[src/hw/xmodem_pkg.sv]
package xmodem_pkg;

    // XMODEM control bytes, checksum variant
    localparam logic [7:0] SOH_BYTE = 8'h01; // start of a 128-byte block
    localparam logic [7:0] EOT_BYTE = 8'h04; // sender has nothing more
    localparam logic [7:0] ACK_BYTE = 8'h06;
    localparam logic [7:0] NAK_BYTE = 8'h15; // asks the sender to repeat

    // data bytes between the complement byte and the checksum
    localparam int BLOCK_BYTES = 128;

    // serial bit period in clock cycles
    // the receiver samples at half of this, so keep it at 4 or more
    localparam int DEFAULT_CYC_PER_BIT = 16;

endpackage

[src/hw/block_store.sv]
module block_store (
    input  logic       clk,
    input  logic       reset,
    input  logic [7:0] rx_data,
    input  logic       data_we,
    input  logic [6:0] data_index,
    input  logic [7:0] block_num,
    input  logic       accept,
    output logic [7:0] out_data,
    output logic       out_valid,
    output logic       out_last,
    output logic [7:0] out_block
);

    import xmodem_pkg::*;

    logic [7:0] mem [BLOCK_BYTES];
    logic [6:0] rd_cnt;
    logic       streaming;

    // a rejected block is left here and overwritten by the next one
    always_ff @(posedge clk) begin
        if (data_we) begin
            mem[data_index] <= rx_data;
        end
    end

    always_ff @(posedge clk) begin
        if (accept) begin
            out_block <= block_num; // held for the whole stream
        end
    end

    always_ff @(posedge clk) begin
        if (reset) begin
            streaming <= 1'b0;
            rd_cnt    <= '0;
        end else if (accept) begin
            streaming <= 1'b1;
            rd_cnt    <= '0;
        end else if (streaming) begin
            rd_cnt <= rd_cnt + 7'd1;
            if (rd_cnt == 7'(BLOCK_BYTES - 1)) begin
                streaming <= 1'b0;
            end
        end
    end

    assign out_valid = streaming;
    assign out_data  = mem[rd_cnt];
    assign out_last  = streaming && (rd_cnt == 7'(BLOCK_BYTES - 1));

    // the next block takes at least a reply time to arrive, far longer than the stream
    a_no_overlap: assert property (
        @(posedge clk) disable iff (reset) accept |-> !streaming
    ) else $error("block accepted while previous block still streaming");

endmodule

[src/hw/uart_rx.sv]
module uart_rx #(
    parameter int CYC_PER_BIT = xmodem_pkg::DEFAULT_CYC_PER_BIT
) (
    input  logic       clk,
    input  logic       reset,
    input  logic       rx_line,
    output logic [7:0] rx_data,
    output logic       rx_valid
);

    localparam int CNT_W = $clog2(CYC_PER_BIT);
    localparam logic [CNT_W-1:0] HALF_BIT = CNT_W'(CYC_PER_BIT / 2 - 1);
    localparam logic [CNT_W-1:0] FULL_BIT = CNT_W'(CYC_PER_BIT - 1);

    typedef enum logic [1:0] {
        rx_idle,
        rx_start,
        rx_bits,
        rx_stop
    } rx_state_t;

    rx_state_t        state;
    logic [CNT_W-1:0] cnt;
    logic [2:0]       bit_cnt;
    logic [7:0]       shift;
    logic             line_s1;
    logic             line_s2;
    logic             line_prev;
    logic             tick;

    // start bit is checked at its middle, every later bit one full period on
    assign tick = (state == rx_start) ? (cnt == HALF_BIT) : (cnt == FULL_BIT);
    assign rx_data = shift;

    always_ff @(posedge clk) begin
        if (reset) begin
            line_s1   <= 1'b1; // line idles high
            line_s2   <= 1'b1;
            line_prev <= 1'b1;
            state     <= rx_idle;
            cnt       <= '0;
            bit_cnt   <= '0;
            rx_valid  <= 1'b0;
        end else begin
            line_s1   <= rx_line;
            line_s2   <= line_s1;
            line_prev <= line_s2;
            rx_valid  <= 1'b0;

            if (state == rx_idle || tick) begin
                cnt <= '0;
            end else begin
                cnt <= cnt + 1'b1;
            end

            case (state)
                rx_idle: begin
                    if (line_prev && !line_s2) begin // falling edge of start bit
                        state <= rx_start;
                    end
                end
                rx_start: begin
                    if (tick) begin
                        bit_cnt <= '0;
                        // a glitch shorter than half a bit goes back to idle
                        state   <= line_s2 ? rx_idle : rx_bits;
                    end
                end
                rx_bits: begin
                    if (tick) begin
                        bit_cnt <= bit_cnt + 3'd1;
                        if (bit_cnt == 3'd7) begin
                            state <= rx_stop;
                        end
                    end
                end
                default: begin
                    if (tick) begin
                        rx_valid <= line_s2; // framing error drops the byte
                        state    <= rx_idle;
                    end
                end
            endcase
        end
    end

    // data bits arrive lsb first
    always_ff @(posedge clk) begin
        if (state == rx_bits && tick) begin
            shift <= {line_s2, shift[7:1]};
        end
    end

endmodule

[src/hw/uart_tx.sv]
module uart_tx #(
    parameter int CYC_PER_BIT = xmodem_pkg::DEFAULT_CYC_PER_BIT
) (
    input  logic clk,
    input  logic reset,
    input  logic send_ack,
    input  logic send_nak,
    output logic tx_line
);

    import xmodem_pkg::*;

    localparam int TMR_W = $clog2(CYC_PER_BIT);
    localparam logic [TMR_W-1:0] LAST_TICK = TMR_W'(CYC_PER_BIT - 1);

    logic [9:0]       frame; // stop, data lsb first, start
    logic [TMR_W-1:0] tmr;
    logic [3:0]       bit_cnt;
    logic             busy;
    logic [7:0]       reply;

    assign reply   = send_nak ? NAK_BYTE : ACK_BYTE;
    assign tx_line = frame[0];

    always_ff @(posedge clk) begin
        if (reset) begin
            frame   <= '1; // idle high
            tmr     <= '0;
            bit_cnt <= '0;
            busy    <= 1'b0;
        end else if (send_ack || send_nak) begin
            frame   <= {1'b1, reply, 1'b0};
            tmr     <= '0;
            bit_cnt <= '0;
            busy    <= 1'b1;
        end else if (busy) begin
            if (tmr == LAST_TICK) begin
                tmr     <= '0;
                frame   <= {1'b1, frame[9:1]}; // ones fill in behind
                bit_cnt <= bit_cnt + 4'd1;
                if (bit_cnt == 4'd9) begin
                    busy <= 1'b0; // stop bit done
                end
            end else begin
                tmr <= tmr + 1'b1;
            end
        end
    end

    // the sender waits for our reply, so a new verdict never lands mid-byte
    a_not_busy: assert property (
        @(posedge clk) disable iff (reset) (send_ack || send_nak) |-> !busy
    ) else $error("reply requested while transmitter busy");

endmodule

[src/hw/xmodem_frame_check.sv]
module xmodem_frame_check (
    input  logic       clk,
    input  logic       reset,
    input  logic [7:0] rx_data,
    input  logic       rx_valid,
    output logic       data_we,
    output logic [6:0] data_index,
    output logic [7:0] block_num,
    output logic       accept,
    output logic       send_ack,
    output logic       send_nak,
    output logic       done
);

    import xmodem_pkg::*;

    typedef enum logic [2:0] {
        st_idle,
        st_number,
        st_complement,
        st_data,
        st_checksum
    } fc_state_t;

    fc_state_t  state;
    logic [7:0] expected; // next block number we want
    logic [7:0] sum;
    logic [6:0] data_cnt;
    logic       compl_ok;
    logic       sum_ok;
    logic       in_sequence;
    logic       is_repeat;

    assign data_we    = rx_valid && (state == st_data);
    assign data_index = data_cnt;

    // only meaningful while the checksum byte is on rx_data
    assign sum_ok      = compl_ok && (rx_data == sum);
    assign in_sequence = (block_num == expected);
    assign is_repeat   = (block_num == expected - 8'd1); // our ack was lost

    always_ff @(posedge clk) begin
        if (reset) begin
            state    <= st_idle;
            expected <= 8'd1;
            accept   <= 1'b0;
            send_ack <= 1'b0;
            send_nak <= 1'b0;
            done     <= 1'b0;
        end else begin
            accept   <= 1'b0;
            send_ack <= 1'b0;
            send_nak <= 1'b0;
            done     <= 1'b0;

            if (rx_valid) begin
                case (state)
                    st_idle: begin
                        if (rx_data == SOH_BYTE) begin
                            state <= st_number;
                        end else if (rx_data == EOT_BYTE) begin
                            send_ack <= 1'b1;
                            done     <= 1'b1;
                        end
                        // anything else is line noise between blocks
                    end
                    st_number: begin
                        state <= st_complement;
                    end
                    st_complement: begin
                        state <= st_data;
                    end
                    st_data: begin
                        if (data_cnt == 7'(BLOCK_BYTES - 1)) begin
                            state <= st_checksum;
                        end
                    end
                    default: begin
                        state <= st_idle;
                        if (sum_ok && in_sequence) begin
                            accept   <= 1'b1;
                            send_ack <= 1'b1;
                            expected <= expected + 8'd1; // wraps 255 -> 0
                        end else if (sum_ok && is_repeat) begin
                            send_ack <= 1'b1; // already stored, just resync sender
                        end else begin
                            send_nak <= 1'b1;
                        end
                    end
                endcase
            end
        end
    end

    // per-block payload, cleared at each SOH
    always_ff @(posedge clk) begin
        if (rx_valid) begin
            case (state)
                st_idle: begin
                    sum      <= '0;
                    data_cnt <= '0;
                end
                st_number: begin
                    block_num <= rx_data;
                end
                st_complement: begin
                    compl_ok <= (rx_data == ~block_num);
                end
                st_data: begin
                    sum      <= sum + rx_data; // 8-bit additive checksum
                    data_cnt <= data_cnt + 7'd1;
                end
                default: begin
                end
            endcase
        end
    end

    // the reply transmitter would send a garbled byte otherwise
    a_one_verdict: assert property (
        @(posedge clk) disable iff (reset) !(send_ack && send_nak)
    ) else $error("ack and nak requested in the same cycle");

endmodule

[src/hw/xmodem_rx.sv]
module xmodem_rx #(
    parameter int CYC_PER_BIT = xmodem_pkg::DEFAULT_CYC_PER_BIT
) (
    input  logic       clk,
    input  logic       reset,
    input  logic       rx_line,
    output logic       tx_line,
    output logic [7:0] out_data,
    output logic       out_valid,
    output logic       out_last,
    output logic [7:0] out_block,
    output logic       done
);

    logic [7:0] rx_data;
    logic       rx_valid;
    logic       data_we;
    logic [6:0] data_index;
    logic [7:0] block_num;
    logic       accept;
    logic       send_ack;
    logic       send_nak;

    uart_rx #(
        .CYC_PER_BIT(CYC_PER_BIT)
    ) uart_rx_i (
        .clk     (clk),
        .reset   (reset),
        .rx_line (rx_line),
        .rx_data (rx_data),
        .rx_valid(rx_valid)
    );

    xmodem_frame_check frame_check_i (
        .clk       (clk),
        .reset     (reset),
        .rx_data   (rx_data),
        .rx_valid  (rx_valid),
        .data_we   (data_we),
        .data_index(data_index),
        .block_num (block_num),
        .accept    (accept),
        .send_ack  (send_ack),
        .send_nak  (send_nak),
        .done      (done)
    );

    // fills straight from the receiver, the checker only says where
    block_store block_store_i (
        .clk       (clk),
        .reset     (reset),
        .rx_data   (rx_data),
        .data_we   (data_we),
        .data_index(data_index),
        .block_num (block_num),
        .accept    (accept),
        .out_data  (out_data),
        .out_valid (out_valid),
        .out_last  (out_last),
        .out_block (out_block)
    );

    uart_tx #(
        .CYC_PER_BIT(CYC_PER_BIT)
    ) uart_tx_i (
        .clk     (clk),
        .reset   (reset),
        .send_ack(send_ack),
        .send_nak(send_nak),
        .tx_line (tx_line)
    );

endmodule

[config.mk]
export PLATFORM = sky130hd
export DESIGN_NAME = xmodem_rx
export DESIGN_NICKNAME = d
export VERILOG_FILES = /design/src/hw/xmodem_pkg.sv /design/src/hw/block_store.sv /design/src/hw/uart_rx.sv /design/src/hw/uart_tx.sv /design/src/hw/xmodem_frame_check.sv /design/src/hw/xmodem_rx.sv
export SDC_FILE = /design/constraint.sdc
export NUM_CORES = 1
export LEC_CHECK = 0
export BUFFER_PORTS_ARGS = -buffer_cell sky130_fd_sc_hd__buf_4
export CAP_MARGIN = 20
export CORE_ASPECT_RATIO = 1.2
export CORE_UTILIZATION = 65
export CTS_BUF_LIST = sky130_fd_sc_hd__clkbuf_4 sky130_fd_sc_hd__clkbuf_8 sky130_fd_sc_hd__clkbuf_16
export DETAILED_ROUTE_END_ITERATION = 10
export GPL_TIMING_DRIVEN = 0
export PLACE_DENSITY_LB_ADDON = 0.08
export SYNTH_ARGS = -nofsm -noshare
export SYNTH_HDL_FRONTEND = slang
export SYNTH_SLANG_ARGS = --single-unit
[constraint.sdc]
create_clock -name clk -period 13.19 [get_ports clk]
set_input_delay 1.319 -clock clk [delete_from_list [all_inputs] [get_ports clk]]
set_output_delay 1.319 -clock clk [all_outputs]
set_load 0.05 [all_outputs]
==> summary.txt, run 1 <==
Run status
  – Status: complete, no violations

STA
  – Maximum clock rate: roughly 0.14 GHz
  – Slew HR: a little under a fifth
  – Min Hold Slack: about 420 ps
  – Slew Viols, Final: 0
  – RSZ-0062 raised after global routing: false
  – Worst-Margin Slew: 1230 ps
  – Final Hold Fails: 0
  – Fin crit share: 53.7%
  – Post-route setup TNS: 0 ps
  – Final Skew: 21.9 ps
  – Crit path time final: between 7000 and 8000 ps
  – # setup viols final: 0

Logic synthesis
  – Yosys reg bits: 1,125
  – Post-synth top cells: edfxtp_1 (1,064), nor2_1 (208), mux4_2 (192)
  – Fraction of synthesized area in multiplexers: a little over an eighth
  – Primary FF master, synth: edfxtp_1
  – Ys async rst share: 0%
  – Post-Synth Adder-Cell Area: less than 1%
  – Yosys warning count: 0
  – Area share of xor/xnor cells in the synthesized design: less than 1%
  – Synth Area in Simple Gates: 3.83%
  – Post-Syn Nets: 2,344
  – Post-synth cell types: 61
  – Post-synth EDFFs: 1,064
  – Sequential element share of the synthesized area: 75.5%
  – Mapped Area: between 40,000 and 50,000 um^2
  – Post-synthesis compound-gate area fraction: under 10%
  – Cells after synthesis: 2,320
  – Biggest area consumer among synthesized cells: edfxtp_1
  – Top cells by area, synth: edfxtp_1 (73%), mux4_2 (9.8%), dfxtp_1 (2.8%)
  – Most common cell in the netlist: edfxtp_1
  – Largest family of logic cells by synthesized area: multiplexers
  – Syn_area_per_cell: 18.9 um^2
  – Top-area cell type share of the netlist area: 72.8%

CTS
  – CTS clk-pin slew, worst paths: 60 ps
  – Hold buffers post-CTS: 0
  – H-tree depth: 3
  – Clock Tree Root: clkbuf_16
  – Inserted Clock Buffers: slightly above 100
  – CTS tree: built
  – Post-CTS setup buffer count: 0
  – Clk Latency, worst-skew pair: roughly 670 ps
  – CTS Buffer Depth: 3
  – CTS Sinks: 1,125
  – Post-CTS sizing: 0

Placed design
  – Area of placed instances: approximately 46,000 um^2
  – Post-DP HPWL: 70,200 um
  – Port bufs: 22
  – RePlAce Congestion: 0.937

GRT
  – Initial antenna violation count: 2
  – Aggregate global routing overflow: 0
  – Largest net degree at the start of global routing: 31
  – All-layer global routing usage: about a third
  – Vias in the first global route: about 23,000
  – Global-route wire length before repair: 153,000 um

Floorplan
  – Row cnt: 104
  – Core Footprint: 66,900 um^2
  – Initial core utilization: 65.7%
  – DIE HEIGHT: around 290 um
  – Die ar.: 68,600 um^2
  – Chip width: 239 um
  – Ports: 23

Route
  – Via count: 23,268
  – DR vias/cell: about 6.7
  – DRT Pass-1 Iters: 5
  – Detail Route Antenna Nets: 0
  – WL per Instance: a little over 30 um
  – Iter 0 DRT Violations: 2,846
  – Post-Route WL: ~110,000 um
  – DRC viols: 0

Setup path
  – Worst setup EP type: output port
  – Worst Setup Path Type: reg -> out
  – CP arrival: roughly 5800 ps
  – Worst path required time: 11,870 ps
  – Critical path startpoint category: flop
  – CP max FO: 10

Min path
  – HP Class: reg -> reg

Finish
  – Post-route cell area: 49,800 um^2
  – N_diodes: 0
  – Multi-input logic area: 10,100 um^2
  – Area grow syn2layout: 13.4%
  – Fill cells: 3,885
  – Share of layout cells above drive strength 1: around a fifth
  – FF+latch area: roughly 33,000 um^2
  – Layout Nets: 2,518

Job
  – Max Cap Viol: 0

Power
  – Maximum vdd drop: around 0.13 mV
  – Overall Power: 0.00685 W
  – Power Dens Cells: 138 nW/um^2
  – Leakage: 15.4 nW
cells in the final DEF, fill, tap and decap left out, types with 11 or more instances in the layout:
cell type | netlist | routed
dfxtp_1 | 61 | 61
xor2_1 | 29 | 29
a21oi_1 | 37 | 36
o221ai_1 | 24 | 24
nor3_1 | 14 | 14
buf_1 | 30 | 30
clkinv_1 | 0 | 21
buf_16 | 0 | 37
xnor2_1 | 14 | 14
clkbuf_4 | 0 | 23
mux2_2 | 64 | 64
nand3_1 | 13 | 13
buf_4 | 2 | 24
mux2i_1 | 72 | 72
a221o_1 | 19 | 19
edfxtp_1 | 1064 | 1064
clkbuf_16 | 0 | 109
nand4_1 | 17 | 17
a221oi_1 | 17 | 17
or2_2 | 12 | 12
mux4_2 | 192 | 192
o21ai_0 | 46 | 46
a22o_1 | 16 | 16
o22ai_1 | 25 | 25
nand2_1 | 44 | 44
nor2_1 | 208 | 208
ha_1 | 20 | 20
inv_1 | 18 | 18
clkbuf_1 | 74 | 74
a22oi_1 | 80 | 80
nor2b_1 | 11 | 11
buf_2 | 23 | 23
clkinv_2 | 0 | 20
layer usage:
metal,GRT usage (%),share of wire [%]
met1,43.5,38
met3,5.77,9.0
met2,50.0,49
met4,14.4,4.7
met5,0,0.026
sequential cells by signal, summed over array words and instances, names as in the netlist, 2 cells and up, named ones only:
register                  cells
uart_tx_i.frame               9
frame_check_i.expected        8
frame_check_i.state           3
uart_rx_i.cnt                 4
block_store_i.out_block       8
block_store_i.mem          1024
frame_check_i.sum             8
uart_rx_i.bit_cnt             3
uart_tx_i.bit_cnt             4
frame_check_i.data_index      7
uart_tx_i.tmr                 4
uart_rx_i.rx_data             8
block_store_i.rd_cnt          7
uart_rx_i.state               2
frame_check_i.block_num       8
logic make-up (layout without fill, tap and decap cells):
kind of cell / count (synthesis) / count (layout)
XOR/XNOR: 43 / 43
AO/OA/AOI/OAI: 288 / 288
AND/OR/NAND/NOR: 367 / 367
multiplexers: 328 / 328
flip-flops: 1125 / 1125
adder cells (fa/ha/maj): 21 / 21
buffers and inverters: 148 / 412
area by class of cell:
cell class / count / area share (%)
timing repair buffer: 69 / 2.67
sequential: 1125 / 66.6
clock buffer: 136 / 5.94
inverter: 18 / 0.136
multi-input combinational: 1047 / 20.4
tap: 901 / 2.26
clock inverter: 59 / 0.915
buffer: 130 / 1.07
metrics by stage:
| step | std cells | setup slack [ps] | utilization (%) |
|---|---|---|---|
| after CTS | 3483 | 6390 | 74.4 |
| after global placement | 3243 | 6670 | 67.6 |
| after global routing | 3485 | 6240 | 74.4 |
| after detailed placement | 3288 | 7120 | 69.3 |
| after floorplan | 2320 | 8860 | - |
| final | 3485 | 6110 | 74.4 |
critical path, cell delays in order (launching register included):
cell      delay, ps
dfxtp_1         490
clkbuf_1        250
buf_2           350
buf_1           950
buf_1           660
mux4_2          440
a22oi_1         360
a21oi_1         270
nor3_1          580
o221ai_1        420
buf_4           300
power breakdown:
group,internal (W),switching (W)
logic,0.00000703,0.0000135
clock network,0.00170,0.00129
registers,0.00385,0.00000212
total,0.00555,0.00130
worst paths after layout:
path	slack [ps]	cells past startpoint	start	endpoint
hold reg to reg	420	1	uart_rx_i.line_s1	uart_rx_i.line_s2
setup reg to reg	9500	7	frame_check_i.state[0]	block_store_i.mem[116][3]
hold / removal	420	1	uart_rx_i.line_s1	uart_rx_i.line_s2
setup / recovery	6110	10	flop	out_data[1]
Note: power is estimated with default switching activity, not from simulation.
==> inputs of run 2 (changes only) <==
--- a/config.mk
+++ b/config.mk
@@ -5,10 +5,11 @@
 export SDC_FILE = /design/constraint.sdc
 export NUM_CORES = 1
 export LEC_CHECK = 0
+export ABC_AREA = 1
 export BUFFER_PORTS_ARGS = -buffer_cell sky130_fd_sc_hd__buf_4
 export CAP_MARGIN = 20
 export CORE_ASPECT_RATIO = 1.2
-export CORE_UTILIZATION = 65
+export CORE_UTILIZATION = 57
 export CTS_BUF_LIST = sky130_fd_sc_hd__clkbuf_4 sky130_fd_sc_hd__clkbuf_8 sky130_fd_sc_hd__clkbuf_16
 export DETAILED_ROUTE_END_ITERATION = 10
 export GPL_TIMING_DRIVEN = 0
==> constraint.sdc (replaced) <==
create_clock -name clk -period 6 [get_ports clk]
set_input_delay 0.6 -clock clk [delete_from_list [all_inputs] [get_ports clk]]
set_output_delay 0.6 -clock clk [all_outputs]
set_load 0.05 [all_outputs]
==> run 2 against run 1 <==
Effect of this change: flip-flop and latch count stayed put; cell area is 6.6% higher; total power is 130% higher; global-route usage is 1.6 points higher; utilization is 8.7 points lower; register-to-register slack worse by 7200 ps; sequential share of layout area is 4.1 points lower; largest cell class unchanged; largest power group unchanged.
==> summary.txt, run 2 <==
Logic synthesis
  – Cells after synthesis: 4,050
  – Most common cell in the netlist: nand2_1
  – Biggest area consumer among synthesized cells: edfxtp_1
  – Top cells by area, synth: edfxtp_1 (69%), nand2_1 (10%), nand3_1 (10%)
  – Post-synth top cells: nand2_1 (1,288), edfxtp_1 (1,064), nand3_1 (959)
  – Yosys reg bits: 1,125
  – Post-synth EDFFs: 1,064
  – Primary FF master, synth: edfxtp_1
  – Post-synth cell types: 45
  – Post-Syn Nets: 4,074
  – Top-area cell type share of the netlist area: between 60% and 70%
  – Yosys warning count: 0
  – Sequential element share of the synthesized area: between 70% and 80%
  – Mapped Area: 46,500 um^2
  – Ys async rst share: 0%
  – Syn_area_per_cell: 11.5 um^2

Setup path
  – Worst path required time: 5400 ps
  – Critical path startpoint category: flop
  – CP endpoint: out_data[6]
  – Worst R2R Start: frame_check_i.state[2]
  – CP arrival: 3680 ps
  – Worst reg-to-reg path cell count: 7
  – Worst setup EP type: output port
  – Critical R2R Capture: block_store_i.mem[81][1]
  – Reg2reg setup slack: 2270 ps
  – Worst Setup Path Type: reg -> out
  – CP max FO: 10

Route
  – Detail Route Antenna Nets: 0
  – Via count: 32,087
  – WL per Instance: 25.4 um
  – DRT Pass-1 Iters: 8
  – DRC viols: 0
  – Iter 0 DRT Violations: slightly below 4,000
  – Post-Route WL: between 100,000 and 150,000 um
  – DR vias/cell: approximately 6.0

Power
  – Pint: 0.0125 W
  – Psw: roughly 0.003 W
  – Maximum vdd drop: 0.226 mV
  – Overall Power: around 0.015 W
  – Power Dens Cells: 291 nW/um^2
  – Switching share of power: between 10% and 20%
  – Combinational share of power: 0.3%
  – Clk pwr share: 44.9%
  – Leakage: 19.2 nW
  – Flop pwr share: 54.8%

GRT
  – Global-route wire length before repair: ~200,000 um
  – Met1 Track Usage GR: 43.2%
  – Initial antenna violation count: 3
  – Met3 Use GR: 5.40%
  – All-layer global routing usage: 33.2%
  – Largest net degree at the start of global routing: 29
  – Aggregate global routing overflow: 0
  – Vias in the first global route: 30,597
  – Met2 global-route usage: 54.9%
  – Gr busiest metal: met2

Finish
  – Most common cell after layout, fill and taps aside: nand2_1
  – N_diodes: 0
  – Max reg flops: 1,024
  – Area grow syn2layout: 14.1%
  – Biggest regs: block_store_i.mem: 1024 flops, uart_tx_i.frame: 9 flops
  – Layout Nets: 4,264
  – Fill cells: 6,085
  – Most flops, register: block_store_i.mem
  – Final Non-Filler Cells: about 5,400
  – Share of layout cells above drive strength 1: 10.6%
  – Most frequent cells in the layout: nand2_1 (1,288), edfxtp_1 (1,064), nand3_1 (959)
  – Post-route cell area: 53,100 um^2

STA
  – Maximum clock rate: 0.234 GHz
  – Slew Viols, Final: 0
  – # setup viols final: 0
  – Slew HR: 27.4%
  – Fin crit share: 71.3%
  – PnR worst setup slack: 1720 ps
  – RSZ-0062 raised after global routing: false
  – Crit path time final: 4280 ps
  – Final Skew: 29.8 ps
  – Worst-Margin Slew: 1090 ps
  – Final Hold Fails: 0

CTS
  – Clk Latency, worst-skew pair: 700 ps
  – CTS tree: built
  – H-tree depth: 3
  – Post-CTS setup buffer count: 0
  – CTS Buffer Depth: 3
  – CTS Sinks: around 1,100
  – Post-CTS sizing: 0
  – Clock Tree Root: clkbuf_16
  – Hold buffers post-CTS: 0
  – CTS clk-pin slew, worst paths: 60 ps
  – Inserted Clock Buffers: around 110

Placed design
  – Post-DP HPWL: 98,000 um
  – Pre-CTS setup slack: 2420 ps
  – RePlAce Congestion: 0.999
  – Port bufs: 22
  – Cells after DPL: 5,175
  – Area of placed instances: 49,400 um^2

Floorplan
  – Die ar.: just over 80,000 um^2
  – Chip width: around 260 um
  – Initial core utilization: between 50 and 60%
  – Ports: 23
  – Row cnt: 114
  – Core Footprint: between 80,000 and 90,000 um^2
  – DIE HEIGHT: 315 um

Min path
  – HP Class: in -> reg

Job
  – Max Cap Viol: 0

Run status
  – Status: complete, no violations
run 2: critical path: stages, from the launching register on:
cell,delay (ps)
dfxtp_1,440
clkbuf_1,700
clkbuf_1,620
nand3_1,380
nand2_1,220
nand2_1,80
nand3_1,100
nand2_1,50
nand2_1,60
nand2_1,110
buf_4,210
run 2: worst min-delay path by stage:
stage / cells past startpoint / end / start / slack (ps)
2_1_floorplan: 1 / uart_rx_i.line_s2 / uart_rx_i.line_s1 / 390
3_3_place_gp: 1 / uart_rx_i.line_s2 / uart_rx_i.line_s1 / 400
3_5_place_dp: 1 / uart_rx_i.line_s2 / uart_rx_i.line_s1 / 400
4_1_cts: 2 / uart_rx_i.line_s1 / rx_line / 70
5_1_grt: 2 / uart_rx_i.line_s1 / rx_line / 100
6_report: 2 / uart_rx_i.line_s1 / rx_line / 90
run 2: power by group through the flow:
stage | clock network, W | logic, W | registers (W)
after floorplan | 0 | 0.0000302 | 0.00863
after global placement | 0 | 0.0000396 | 0.00863
after detailed placement | 0 | 0.0000409 | 0.00863
after CTS | 0.00694 | 0.0000412 | 0.00846
after global routing | 0.00724 | 0.0000465 | 0.00846
final | 0.00693 | 0.0000401 | 0.00846
run 2: layer usage:
| layer | vias to the layer above | wire length [um] |
|---|---|---|
| li1 | 14641 | - |
| met1 | 15486 | 51800 |
| met2 | 1633 | 65100 |
| met3 | 323 | 12400 |
| met4 | 4 | 7180 |
| met5 | - | 26 |
run 2: through the flow:
stage / hold slack [ps] / util [%] / setup TNS (ps)
2_1_floorplan: 389 / - / 0
3_3_place_gp: 396 / 59.5 / -1700
3_5_place_dp: 401 / 61.3 / 0
4_1_cts: 73.8 / 65.8 / 0
5_1_grt: 98.6 / 65.8 / 0
6_report: 91.4 / 65.8 / 0
run 2: kinds of logic after synthesis:
kind of cell / synth area share, %
AND/OR/NAND/NOR: 22.8
flip-flops: 71.3
buffers and inverters: 3.79
AO/OA/AOI/OAI: 1.02
XOR/XNOR: 0.562
adder cells (fa/ha/maj): 0.581
multiplexers: 0.0215
run 2: area by class of cell:
| type | instances | area (um^2) | area share, % |
|---|---|---|---|
| Multi-Input combinational cell | 2609 | 11600 | 21.9 |
| Tap cell | 1044 | 1310 | 2.46 |
| Buffer | 241 | 1480 | 2.79 |
| Sequential cell | 1125 | 33200 | 62.5 |
| Inverter | 75 | 287 | 0.540 |
| Clock inverter | 56 | 489 | 0.921 |
| Clock buffer | 145 | 3150 | 5.94 |
| Timing Repair Buffer | 81 | 1600 | 3.00 |
